--- config.mk ---
export PLATFORM = sky130hd
export DESIGN_NAME = iop_dispatch
export DESIGN_NICKNAME = d
export VERILOG_FILES = /design/src/source/iop_dispatch_pkg.sv /design/src/source/iop_dispatch.sv /design/src/source/dispatch_ctrl.sv /design/src/source/ack_matcher.sv /design/src/source/dop_builder.sv /design/src/source/sync_fifo.sv
export SDC_FILE = /design/constraint.sdc
export NUM_CORES = 1
export LEC_CHECK = 0
export BUFFER_PORTS_ARGS = -buffer_cell sky130_fd_sc_hd__buf_4
export CORE_ASPECT_RATIO = 0.6
export CORE_MARGIN = 4
export CORE_UTILIZATION = 35
export CTS_CLUSTER_DIAMETER = 30
export DETAILED_ROUTE_END_ITERATION = 8
export PLACE_DENSITY = 0.56
export SETUP_SLACK_MARGIN = 0.5
export SLEW_MARGIN = 30
export SYNTH_ARGS = -nofsm -noshare
export SYNTH_HDL_FRONTEND = slang
export SYNTH_HIERARCHICAL = 1
export SYNTH_SLANG_ARGS = --single-unit
export TNS_END_PERCENT = 5
--- constraint.sdc ---
create_clock -name clk -period 6.2 [get_ports clk]
set_input_delay 0.62 -clock clk [delete_from_list [all_inputs] [get_ports clk]]
set_output_delay 0.62 -clock clk [all_outputs]
set_load 0.01 [all_outputs]
--- src/source/iop_dispatch_pkg.sv ---
/*
 * IOp dispatch core shared definitions
 * Word widths, IOp/DOp field positions, opcode codes and queue depths
 */

package iop_dispatch_pkg;

  // ========================================
  // Word and field layout
  // ========================================
  localparam int PE_INST_W = 32;
  typedef logic [PE_INST_W-1:0] inst_t;

  // IOp fields, all 8 bits wide
  localparam int IOP_FIELD_W = 8;
  localparam int IOP_OPC_LSB = 24;
  localparam int IOP_CNT_LSB = 16;
  localparam int IOP_DST_LSB = 8;
  localparam int IOP_SRC_LSB = 0;

  // DOp fields, dst and src reuse the IOp field width
  localparam int DOP_KIND_W    = 4;
  localparam int DOP_KIND_LSB  = 28;
  localparam int DOP_DST_LSB   = 20;
  localparam int DOP_SRC_LSB   = 12;
  localparam int DOP_FLAGS_W   = 4;
  localparam int DOP_FLAGS_LSB = 8;
  localparam int DOP_TAG_LSB   = 0;
  localparam int TAG_W         = 8;

  // ========================================
  // Opcodes
  // ========================================
  localparam logic [IOP_FIELD_W-1:0] IOP_ADD  = 8'h01;
  localparam logic [IOP_FIELD_W-1:0] IOP_MUL  = 8'h02;
  localparam logic [IOP_FIELD_W-1:0] IOP_COPY = 8'h03;

  localparam logic [DOP_KIND_W-1:0] DOP_NOP  = 4'h0;
  localparam logic [DOP_KIND_W-1:0] DOP_ADD  = 4'h1;
  localparam logic [DOP_KIND_W-1:0] DOP_MUL  = 4'h2;
  localparam logic [DOP_KIND_W-1:0] DOP_COPY = 4'h3;
  localparam logic [DOP_KIND_W-1:0] DOP_SYNC = 4'hf;

  // Queue depths and sync window
  localparam int WORKQ_DEPTH = 8;
  localparam int ACKQ_DEPTH  = 8;
  localparam int SYNC_MAX    = 4;
  localparam int SYNC_PTR_W  = $clog2(SYNC_MAX);
  localparam int SYNC_CNT_W  = $clog2(SYNC_MAX + 1);

  // Unlisted opcodes give DOP_NOP, i.e. no element DOps
  function automatic logic [DOP_KIND_W-1:0] iop_to_dop_kind(
    input logic [IOP_FIELD_W-1:0] opc
  );
    case (opc)
      IOP_ADD:  return DOP_ADD;
      IOP_MUL:  return DOP_MUL;
      IOP_COPY: return DOP_COPY;
      default:  return DOP_NOP;
    endcase
  endfunction

endpackage
--- src/source/iop_dispatch.sv ---
/*
 * IOp dispatch core top level
 * Work and ack queues around the DOp translation controller
 */

module iop_dispatch
  import iop_dispatch_pkg::*;
(
  input  logic  clk,
  input  logic  rst,

  // Host work queue
  input  inst_t workq_wdata,
  input  logic  workq_wr_en,
  output logic  workq_full,

  // Host ack queue
  output inst_t ackq_data,
  output logic  ackq_empty,
  input  logic  ackq_rd_en,

  // DOp stream to the scheduler
  output inst_t dop_data,
  output logic  dop_vld,
  input  logic  dop_rdy,

  // Ack stream from the scheduler
  input  inst_t ack_data,
  input  logic  ack_vld,
  output logic  ack_rdy,
  output logic  ack_err
);

  inst_t                  workq_head;
  logic                   workq_empty;
  logic                   workq_pop;
  inst_t                  cur_iop;
  logic [IOP_FIELD_W-1:0] elem_idx;
  logic                   is_sync;
  logic [TAG_W-1:0]       cur_tag;
  inst_t                  dop_next;
  logic                   tag_push;
  logic [SYNC_CNT_W-1:0]  outstanding;
  logic                   ackq_full;
  logic                   ack_take;

  assign ack_rdy  = !ackq_full;
  assign ack_take = ack_vld && ack_rdy;

  // ========================================
  // Queues
  // ========================================
  sync_fifo #(
    .payload_t (inst_t),
    .DEPTH     (WORKQ_DEPTH)
  ) work_q (
    .clk   (clk        ),
    .rst   (rst        ),
    .wr_en (workq_wr_en),
    .rd_en (workq_pop  ),
    .wdata (workq_wdata),
    .rdata (workq_head ),
    .empty (workq_empty),
    .full  (workq_full )
  );

  // Every ack is queued, matched or not
  sync_fifo #(
    .payload_t (inst_t),
    .DEPTH     (ACKQ_DEPTH)
  ) ack_q (
    .clk   (clk       ),
    .rst   (rst       ),
    .wr_en (ack_take  ),
    .rd_en (ackq_rd_en),
    .wdata (ack_data  ),
    .rdata (ackq_data ),
    .empty (ackq_empty),
    .full  (ackq_full )
  );

  // ========================================
  // Translation and completion
  // ========================================
  dop_builder dop_builder (
    .iop      (cur_iop ),
    .elem_idx (elem_idx),
    .is_sync  (is_sync ),
    .tag      (cur_tag ),
    .dop      (dop_next)
  );

  ack_matcher ack_matcher (
    .clk         (clk        ),
    .rst         (rst        ),
    .tag_push    (tag_push   ),
    .tag_in      (cur_tag    ),
    .ack_take    (ack_take   ),
    .ack_word    (ack_data   ),
    .outstanding (outstanding),
    .ack_err     (ack_err    )
  );

  dispatch_ctrl dispatch_ctrl (
    .clk         (clk        ),
    .rst         (rst        ),
    .workq_head  (workq_head ),
    .workq_empty (workq_empty),
    .dop_next    (dop_next   ),
    .dop_rdy     (dop_rdy    ),
    .outstanding (outstanding),
    .workq_pop   (workq_pop  ),
    .cur_iop     (cur_iop    ),
    .elem_idx    (elem_idx   ),
    .is_sync     (is_sync    ),
    .cur_tag     (cur_tag    ),
    .dop_data    (dop_data   ),
    .dop_vld     (dop_vld    ),
    .tag_push    (tag_push   )
  );

endmodule

--- src/source/dispatch_ctrl.sv ---
/*
 * Dispatch controller
 * Fetches IOps, issues their element DOps and closing SYNC on the DOp stream
 */

module dispatch_ctrl
  import iop_dispatch_pkg::*;
(
  input  logic                   clk,
  input  logic                   rst,
  input  inst_t                  workq_head,
  input  logic                   workq_empty,
  input  inst_t                  dop_next,
  input  logic                   dop_rdy,
  input  logic [SYNC_CNT_W-1:0]  outstanding,
  output logic                   workq_pop,
  output inst_t                  cur_iop,
  output logic [IOP_FIELD_W-1:0] elem_idx,
  output logic                   is_sync,
  output logic [TAG_W-1:0]       cur_tag,
  output inst_t                  dop_data,
  output logic                   dop_vld,
  output logic                   tag_push
);

  typedef enum logic [1:0] {
    IDLE,
    ISSUE,
    SYNC
  } state_t;

  state_t                 state;
  logic [IOP_FIELD_W-1:0] elem_cnt;
  logic                   slot_free;
  logic                   sync_out;
  logic                   sync_room;
  logic                   load;

  // ========================================
  // Output slot and issue decisions
  // ========================================
  // Slot frees up on the same edge as a transfer
  assign slot_free = !dop_vld || dop_rdy;
  assign sync_out  = dop_vld && (dop_data[DOP_KIND_LSB +: DOP_KIND_W] == DOP_SYNC);
  assign sync_room = (outstanding < SYNC_CNT_W'(SYNC_MAX));

  // Unknown opcodes skip straight to the SYNC
  assign elem_cnt = (iop_to_dop_kind(cur_iop[IOP_OPC_LSB +: IOP_FIELD_W]) == DOP_NOP) ?
                    '0 : cur_iop[IOP_CNT_LSB +: IOP_FIELD_W];

  assign load = slot_free &&
                (((state == ISSUE) && (elem_idx != elem_cnt)) ||
                 ((state == SYNC) && !sync_out && sync_room));

  assign workq_pop = (state == IDLE) && !workq_empty;
  assign is_sync   = (state == SYNC);
  assign tag_push  = sync_out && dop_rdy;

  // ========================================
  // FSM
  // ========================================
  always_ff @(posedge clk) begin
    if (rst) begin
      state    <= IDLE;
      elem_idx <= '0;
      cur_tag  <= '0;
      dop_vld  <= 1'b0;
    end else begin
      if (load) dop_vld <= 1'b1;
      else if (dop_rdy) dop_vld <= 1'b0;

      case (state)
        IDLE: begin
          if (!workq_empty) begin
            elem_idx <= '0;
            state    <= ISSUE;
          end
        end
        ISSUE: begin
          // Index moves as each element DOp enters the output register
          if (elem_idx == elem_cnt) state <= SYNC;
          else if (load) elem_idx <= elem_idx + 1'b1;
        end
        SYNC: begin
          // Tag advances only once the SYNC has left
          if (tag_push) begin
            cur_tag <= cur_tag + 1'b1;
            state   <= IDLE;
          end
        end
        default: state <= IDLE;
      endcase
    end
  end

  // IOp latch and DOp output register
  always_ff @(posedge clk) begin
    if (workq_pop) cur_iop <= workq_head;
    if (load) dop_data <= dop_next;
  end

  dop_hold : assert property (@(posedge clk) disable iff (rst)
    (dop_vld && !dop_rdy) |=> (dop_vld && $stable(dop_data)))
    else $error("DOp dropped or changed while stalled");

endmodule

--- src/source/ack_matcher.sv ---
/*
 * In-order sync tag tracker
 * Checks each returned ack against the oldest outstanding SYNC tag
 */

module ack_matcher
  import iop_dispatch_pkg::*;
(
  input  logic                  clk,
  input  logic                  rst,
  input  logic                  tag_push,
  input  logic [TAG_W-1:0]      tag_in,
  input  logic                  ack_take,
  input  inst_t                 ack_word,
  output logic [SYNC_CNT_W-1:0] outstanding,
  output logic                  ack_err
);

  logic [TAG_W-1:0]      tag_mem [SYNC_MAX];
  // SYNC_MAX is a power of two, pointers wrap on their own
  logic [SYNC_PTR_W-1:0] wr_ptr;
  logic [SYNC_PTR_W-1:0] rd_ptr;
  logic [SYNC_CNT_W-1:0] count;
  logic                  pop;
  logic                  mismatch;

  assign pop         = ack_take && (count != '0);
  assign mismatch    = (ack_word[DOP_KIND_LSB +: DOP_KIND_W] != DOP_SYNC) ||
                       (ack_word[DOP_TAG_LSB +: TAG_W] != tag_mem[rd_ptr]);
  assign outstanding = count;

  always_ff @(posedge clk) begin
    if (rst) begin
      wr_ptr  <= '0;
      rd_ptr  <= '0;
      count   <= '0;
      ack_err <= 1'b0;
    end else begin
      if (tag_push) wr_ptr <= wr_ptr + 1'b1;
      if (pop) rd_ptr <= rd_ptr + 1'b1;
      if (tag_push && !pop) count <= count + 1'b1;
      else if (pop && !tag_push) count <= count - 1'b1;
      // Sticky, also covers an ack with nothing outstanding
      if (ack_take && ((count == '0) || mismatch)) ack_err <= 1'b1;
    end
  end

  always_ff @(posedge clk) begin
    if (tag_push) tag_mem[wr_ptr] <= tag_in;
  end

  // Controller holds SYNCs back at SYNC_MAX
  no_push_when_full : assert property (@(posedge clk) disable iff (rst)
    tag_push |-> (count < SYNC_CNT_W'(SYNC_MAX)))
    else $error("tag pushed into full sync store");

endmodule

--- src/source/dop_builder.sv ---
/*
 * DOp word builder
 * Combinational mapping of the current IOp, element index and tag to one DOp
 */

module dop_builder
  import iop_dispatch_pkg::*;
(
  input  inst_t                  iop,
  input  logic [IOP_FIELD_W-1:0] elem_idx,
  input  logic                   is_sync,
  input  logic [TAG_W-1:0]       tag,
  output inst_t                  dop
);

  logic [DOP_KIND_W-1:0]  kind;
  logic [IOP_FIELD_W-1:0] dst;
  logic [IOP_FIELD_W-1:0] src;

  // ========================================
  // Field selection
  // ========================================
  always_comb begin
    kind = iop_to_dop_kind(iop[IOP_OPC_LSB +: IOP_FIELD_W]);
    // Operand addresses wrap modulo 256
    dst  = iop[IOP_DST_LSB +: IOP_FIELD_W] + elem_idx;
    src  = iop[IOP_SRC_LSB +: IOP_FIELD_W] + elem_idx;

    // Sync closes the run, no operands
    if (is_sync) begin
      kind = DOP_SYNC;
      dst  = '0;
      src  = '0;
    end
  end

  // ========================================
  // Word packing
  // ========================================
  always_comb begin
    dop = '0;
    dop[DOP_KIND_LSB +: DOP_KIND_W]   = kind;
    dop[DOP_DST_LSB +: IOP_FIELD_W]   = dst;
    dop[DOP_SRC_LSB +: IOP_FIELD_W]   = src;
    // Reserved
    dop[DOP_FLAGS_LSB +: DOP_FLAGS_W] = '0;
    dop[DOP_TAG_LSB +: TAG_W]         = tag;
  end

endmodule

--- src/source/sync_fifo.sv ---
/*
 * Synchronous first-word-fall-through FIFO
 * Head word is always on rdata; overflow writes and underflow reads are dropped
 */

module sync_fifo #(
  parameter type payload_t = logic [31:0],
  parameter int  DEPTH     = 8
) (
  input  logic     clk,
  input  logic     rst,
  input  logic     wr_en,
  input  logic     rd_en,
  input  payload_t wdata,
  output payload_t rdata,
  output logic     empty,
  output logic     full
);

  localparam int PTR_W = (DEPTH > 1) ? $clog2(DEPTH) : 1;
  localparam int CNT_W = $clog2(DEPTH + 1);

  payload_t         mem [DEPTH];
  logic [PTR_W-1:0] wr_ptr;
  logic [PTR_W-1:0] rd_ptr;
  logic [CNT_W-1:0] count;
  logic             do_wr;
  logic             do_rd;

  // Wrap explicitly so DEPTH need not be a power of two
  function automatic logic [PTR_W-1:0] ptr_inc(input logic [PTR_W-1:0] ptr);
    return (ptr == PTR_W'(DEPTH - 1)) ? '0 : ptr + 1'b1;
  endfunction

  assign do_wr = wr_en && !full;
  assign do_rd = rd_en && !empty;
  assign empty = (count == '0);
  assign full  = (count == CNT_W'(DEPTH));
  assign rdata = mem[rd_ptr];

  always_ff @(posedge clk) begin
    if (rst) begin
      wr_ptr <= '0;
      rd_ptr <= '0;
      count  <= '0;
    end else begin
      if (do_wr) wr_ptr <= ptr_inc(wr_ptr);
      if (do_rd) rd_ptr <= ptr_inc(rd_ptr);
      if (do_wr && !do_rd) count <= count + 1'b1;
      else if (do_rd && !do_wr) count <= count - 1'b1;
    end
  end

  // Storage
  always_ff @(posedge clk) begin
    if (do_wr) mem[wr_ptr] <= wdata;
  end

  occupancy_bound : assert property (@(posedge clk) disable iff (rst)
    count <= CNT_W'(DEPTH))
    else $error("sync_fifo occupancy above DEPTH");

endmodule

# [Word-level counts from Yosys, hierarchy flattened]
# Memory sizes are Yosys's and may differ from the RTL's. A register that Yosys moved wholly into a read port is not among the register bits.
# Cells that the tools add are included.
[word_totals] wordCells=139 input_bits=70 ff_bits=75 ramBits=544 memories=3 output_inout_bits=69
[memory_table] memory="ack_q.mem" words=8 width=32 rd=1 rd_ports_with_merged_regs=1 wr=1 line_no="sync_fifo.sv:23" rtl="payload_t mem [DEPTH];"
[memory_table] memory="work_q.mem" words=8 width=32 rd=1 rd_ports_with_merged_regs=1 wr=1 line_no="sync_fifo.sv:23"
[memory_table] memory="ack_matcher.tag_mem" words=4 width=8 rd=1 rd_ports_with_merged_regs=1 wr=1 line_no="ack_matcher.sv:19" rtl="logic [TAG_W-1:0] tag_mem [SYNC_MAX];"
[classes] n_addsub=16 muxes=32 n_reduce_logical=50 magnitude_cmp=1 eq_ne=21
[op_table] cell="two-way mux 8 bit" count=4
[op_table] cell="two-way mux 3 bit" count=8
[op_table] cell="logical AND 1 bit" count=20
[op_table] cell="adder 8 x 1 -> 8 bit (second input constant)" count=2
[op_table] cell="adder 8 bit" count=2
[op_table] cell="== test 8 x 2 -> 1 bit (second input constant)" count=2
[op_table] cell="two-way mux 4 bit" count=4
[op_table] cell="!= test 8 bit" count=2
[op_table] cell="one-hot mux 8 bit (2 select lines)" count=1
[op_table] cell="adder 3 x 1 -> 3 bit (second input constant)" count=5
[op_table] cell="== test 3 bit (second input constant)" count=4
[op_table] cell="== test 4 bit (second input constant)" count=3
[op_table] cell="zero test 1 bit" count=12
[op_table] cell="zero test 4 bit" count=3
[op_table] cell="one-hot mux 2 bit (3 select lines)" count=2
[op_table] cell="two-way mux 2 bit" count=5
[op_table] cell="nonzero test 2 bit" count=5
[op_table] cell="adder 4 x 1 -> 4 bit (second input constant)" count=2
[op_table] cell="== test 8 x 1 -> 1 bit (second input constant)" count=1
[op_table] cell="== test 8 bit" count=1
[op_table] cell="two-way mux 1 bit" count=8
[op_table] cell="!= test 2 bit (second input constant)" count=4
[op_table] cell="subtractor 4 x 1 -> 4 bit (second input constant)" count=2
[op_table] cell="adder 2 x 1 -> 2 bit (second input constant)" count=2
[op_table] cell="other kinds (13)" count=16

# [Logic depth before layout (Yosys ltp)]
[logic_depth] depth_word=11 mapped_depth=13 mapped_depth_nobuf=12

# [By module]
# The synthesis kept the hierarchy.
[by_module_without_submodules] module="sync_fifo" n_inst=2 area_per_inst_um2=10463.8 seq_area_each_um2=7947.6 cells_each=446
[by_module_without_submodules] module="dispatch_ctrl" n_inst=1 area_per_inst_um2=3056.7 seq_area_each_um2=2302.2 cells_each=205
[by_module_without_submodules] module="ack_matcher" n_inst=1 area_per_inst_um2=1725.4 seq_area_each_um2=1161.1 cells_each=100
[by_module_without_submodules] module="dop_builder" n_inst=1 area_per_inst_um2=800.8 seq_area_each_um2=0.0 cells_each=110
[by_module_without_submodules] module="iop_dispatch" n_inst=1 area_per_inst_um2=10.0 seq_area_each_um2=0.0 cells_each=2

# [Least setup slack after synthesis]
# OpenSTA, ideal clock, no wires.
[synth_timing] path_kind="reg-to-reg" startpoint="reg work_q.count[0]" endpoint="reg work_q.count[3]" path_stages_with_launch=11 n_path_buf=0 required_ns=6.079 synth_period_minus_slack_ns=5.258 t_arrival_ns=5.137 setup_time_ns=0.121 path_slack_ns=0.942 cell_sequence="dfxtp_1 nor4_1 nor3_1 o41ai_4 ha_1 inv_1 ha_1 a21oi_1 a211oi_1 a31oi_1 mux2_2"
[synth_between] elab_chain_cells=7 elab_cells_between_ends=16 cone_classes="2 x add/sub; 1 x eq/ne; 2 x mux; 11 x reduce/logical"
[synth_lines] item="from (decl)" line_no="sync_fifo.sv:26" rtl="logic [CNT_W-1:0] count;"
[synth_lines] item="from (signal assigned)" line_no="sync_fifo.sv:49" rtl="if (do_wr && !do_rd) count <= count + 1'b1;"
[synth_lines] item="from (signal assigned)" line_no="sync_fifo.sv:50" rtl="else if (do_rd && !do_wr) count <= count - 1'b1;"
[synth_lines] item="zero test 4 bit *" line_no="sync_fifo.sv:37" rtl="assign empty = (count == '0);"
[synth_lines] item="net workq_empty" line_no="iop_dispatch.sv:35" rtl="logic workq_empty;"
[synth_lines] item="zero test 1 bit *" line_no="dispatch_ctrl.sv:55" rtl="assign workq_pop = (state == IDLE) && !workq_empty;"
[synth_lines] item="logical AND 1 bit *" line_no="dispatch_ctrl.sv:55"
[synth_lines] item="net workq_pop" line_no="iop_dispatch.sv:36" rtl="logic workq_pop;"
[synth_lines] item="logical AND 1 bit *" line_no="sync_fifo.sv:36" rtl="assign do_rd = rd_en && !empty;"
[synth_lines] item="zero test 1 bit" line_no="sync_fifo.sv:49"
[synth_lines] item="logical AND 1 bit" line_no="sync_fifo.sv:49"
[synth_lines] item="two-way mux 4 bit / nonzero test 2 bit (equally long branches)"
# The timed path passes the listed nets; every way through them passes the cells marked *. The select of a mux whose other input is x is not followed.
# A chain may end at the register's enable or synchronous reset.

==> results.md <==
* Insertion delay to the later sink of the worst-skew pair at 0.65 ns
* Slowest CP cell: dfxtp_4
* Routed WL at 56500 µm
* Post-CTS sizing at 0
* Final Power at 13.8 mW
* Final WS setup at 2.48 ns
* Status: complete, no violations
* PwrDens at 430 nW/µm²
* Layout Nets at 1626
* Top_reg_cell synth: edfxtp_1
* Post-Synthesis Cells at 1309
* Worst path max stage delay at 0.72 ns
* Fmax achieved at 269 MHz
* Final slew viol count at 0
* Hold buffer count at CTS at 0
* CP arrival at 3.10 ns
* Slew @ Worst Pin at 0.924 ns
* Crit share post-route at 60.0%
* Synth Cell Area at 26500 µm²
* Worst R2R Path Depth at 12
* Routed Antenna Nets at 0
* Top cells by area, synth: edfxtp_1 69%, mux4_2 6.6%, mux4_1 5.7%, dfxtp_1 4.2%, mux2_4 1.7%
* Gp weighted congestion at 0.769
* Grt total ovfl at 0
* Post-CTS Setup Inserts at 0
* Asr flop ratio synth at 0%
* Setup violators final at 0
* DR iter-0 viols at 885
* Synth Area per Inst at 20.3 µm²
* Reg-to-reg slack, setup at 2.98 ns
* Clock Pin Slew Worst Setup and Hold Paths at 0.06 ns
* Clock skew at 0.0268 ns
* Area grow syn2layout at 21.4%
* Crit Path Max Fanout at 33
* Via Count at 12900
* Site row count at 77
* Vias in the first global route at 13400
* Clk sink count at 663
* Die area at 80400 µm²
* Largest net degree at the start of global routing at 65
* CTS tree: done
* # port buffers at 138
* Crit start category: register
* Proportion of layout cells with a drive suffix above 1 at 32.0%
* Final Hold Viols at 0
* IO Pins at 139
* Post-Place Worst Slack at 2.93 ns
* Reg-to-Reg Start: ack_q/count[1]
* Yosys warns at 6
* Maximum capacitance violations at 0
* Initial DRT Pass Iterations at 5
* Leakage at 11.0 nW
* Post-synth top cells: 608 x edfxtp_1, 78 x mux4_2, 59 x nor2_1
* H-tree depth at 3
* Die span in y at 221 µm
* Die width at 363 µm
* Hold endpoint: work_q/mem[0][0]
* CTS buffer count at 105
* Maximum vdd drop at 0.000377 V
* Post-synth cell types at 53
* CP endpoint kind: output pin
* Worst hold start: workq_wdata[0]
* CP bufs+invs at 2
* Number of synthesized flops with an enable pin at 608
* GRT Total Usage at 14.1%
* Initial core utilization at 35.7%
* Critical path class: register to output pin
* Cell mode on critical path: buf_4
* First-pass GRT wire length at 85200 µm
* Number of remaining DRC errors at 0
* Drt wl/cell at 21.8 µm
* CTS root buf: clkbuf_16
* Hold Path Stages at 1
* Dominant cell type by area after synthesis: edfxtp_1
* Max-slew headroom at 38.4%
* Final HPWL DP at 33300 µm
* Seq/Total Area, Yosys at 73.0%
* HP Class: input port to register
* Most common cell in the netlist: edfxtp_1
* Setup tns final at 0 ns
* Crit Reg-Reg Endpoint: ack_q/count[3]
* Initial antenna violation count at 2
* Top delay family on crit path: multiplexers
* Via density at 4.97
* Max clock buf depth at 3
* Share of the synthesized area in the top cell type at 68.8%
* FF+latch count, synth at 663
* Ordered cell list for the critical path: buf_4 > mux4_1 > mux2_4 > buf_4
* RSZ-0062 raised after global routing: false
* Minimum clock period at 3.72 ns
* Crit path required time at 5.58 ns
* Core Area at 74400 µm²
[per-stage QoR]
| stage | hold slack, ns | instance area [µm²] | std cells | util (%) |
|---|---|---|---|---|
| 2_1_floorplan | 0.461 | 26500 | 1312 | - |
| 3_3_place_gp | 0.511 | 28600 | 2394 | 38.5 |
| 3_5_place_dp | 0.512 | 28700 | 2396 | 38.6 |
| 4_1_cts | 0.151 | 32200 | 2592 | 43.3 |
| 5_1_grt | 0.160 | 32200 | 2593 | 43.3 |
| 6_report | 0.199 | 32200 | 2594 | 43.3 |
[sequential cells by signal (all words and copies together) (netlist names), named ones only]
name                     cells
work_q/mem                 256
ack_matcher/ack_err          1
ack_q/count                  4
work_q/wr_ptr                3
ack_q/wr_ptr                 3
ack_matcher/outstanding      3
ack_matcher/tag_mem         32
ack_q/rd_ptr                 3
dispatch_ctrl/state          2
work_q/rd_ptr                3
dispatch_ctrl/elem_idx       8
work_q/count                 4
dispatch_ctrl/dop_data      32
dispatch_ctrl/dop_vld        1
ack_matcher/wr_ptr           2
dispatch_ctrl/cur_iop       32
ack_q/mem                  256
dispatch_ctrl/cur_tag        8
ack_matcher/rd_ptr           2
[area by class of cell]
cell class                      instances  area, µm²
Antenna cell                            2       5.00
Clock buffer                          112       2680
Clock inverter                         84        798
Fill cell                            6452      42200
Inverter                               11       41.3
Multi-Input combinational cell        572       6790
Sequential cell                       663      19400
Tap cell                              987       1230
Timing Repair Buffer                  163       1270
[layout by cell type, fill, tap and decap left out, drive strengths merged, types with 3 or more instances in the layout]
cell type	n
or3	12
nor3	20
fa	5
buf	163
dfxtp	55
nor4	9
a21o	12
nor2b	10
clkbuf	112
mux2i	9
and2	9
a21oi	33
nor3b	3
o32ai	4
clkinv	51
mux2	66
or4	4
and4	3
clkinvlp	6
o21ai	9
nand2b	6
nor4bb	4
nand3	15
nor2	59
mux4	136
a211oi	6
a31o	3
ha	35
and3	5
a31oi	8
conb	4
nand4	9
edfxtp	608
bufinv	8
nand2	28
inv	30
xor2	21
xnor2	13
[layer usage]
layer | wire length, µm | part of all wire, % | vias to the layer above | track usage, %
li1 | - | - | 5837 | -
met1 | 27500 | 49 | 6689 | 20.9
met2 | 25100 | 44 | 277 | 20.7
met3 | 2950 | 5.2 | 84 | 3.70
met4 | 999 | 1.8 | 0 | 3.75
met5 | 0 | 0 | - | 0
[cells by family (layout without fill, tap and decap cells)]
kind of cell | Yosys count | in the layout | synth area share, %
AOI/OAI and AO/OA | 84 | 84 | 2.15
xor gates and xnor gates | 34 | 34 | 1.12
adders and majority gates | 40 | 40 | 2.03
buffers and inverters | 77 | 370 | 1.88
DFF | 663 | 663 | 73.0
muxes | 211 | 211 | 15.9
other | 1 | 6 | 0.0141
and+or+nand+nor | 199 | 199 | 3.87
[power breakdown]
| group | leakage, nW | internal, mW | total, mW | switching, mW |
|---|---|---|---|---|
| logic | 3.25 | 1.19 | 2.47 | 1.28 |
| clock network | 1.69 | 3.51 | 5.64 | 2.13 |
| registers | 6.01 | 5.44 | 5.73 | 0.286 |
[worst max path at each step]
stage                     slack [ns]              end  cells after the start       startpoint
after floorplan                 0.94  work_q/count[3]                     10  work_q/count[0]
after global placement          2.90  ack_q/mem[5][9]                      7   ack_q/count[1]
after detailed placement        2.93   ack_q/count[3]                     12   ack_q/count[1]
after CTS                       2.33     ackq_data[3]                      4         register
after global routing            2.23     ackq_data[3]                      4         register
final                           2.48     ackq_data[3]                      4         register
(Power assumes the default switching activity.)
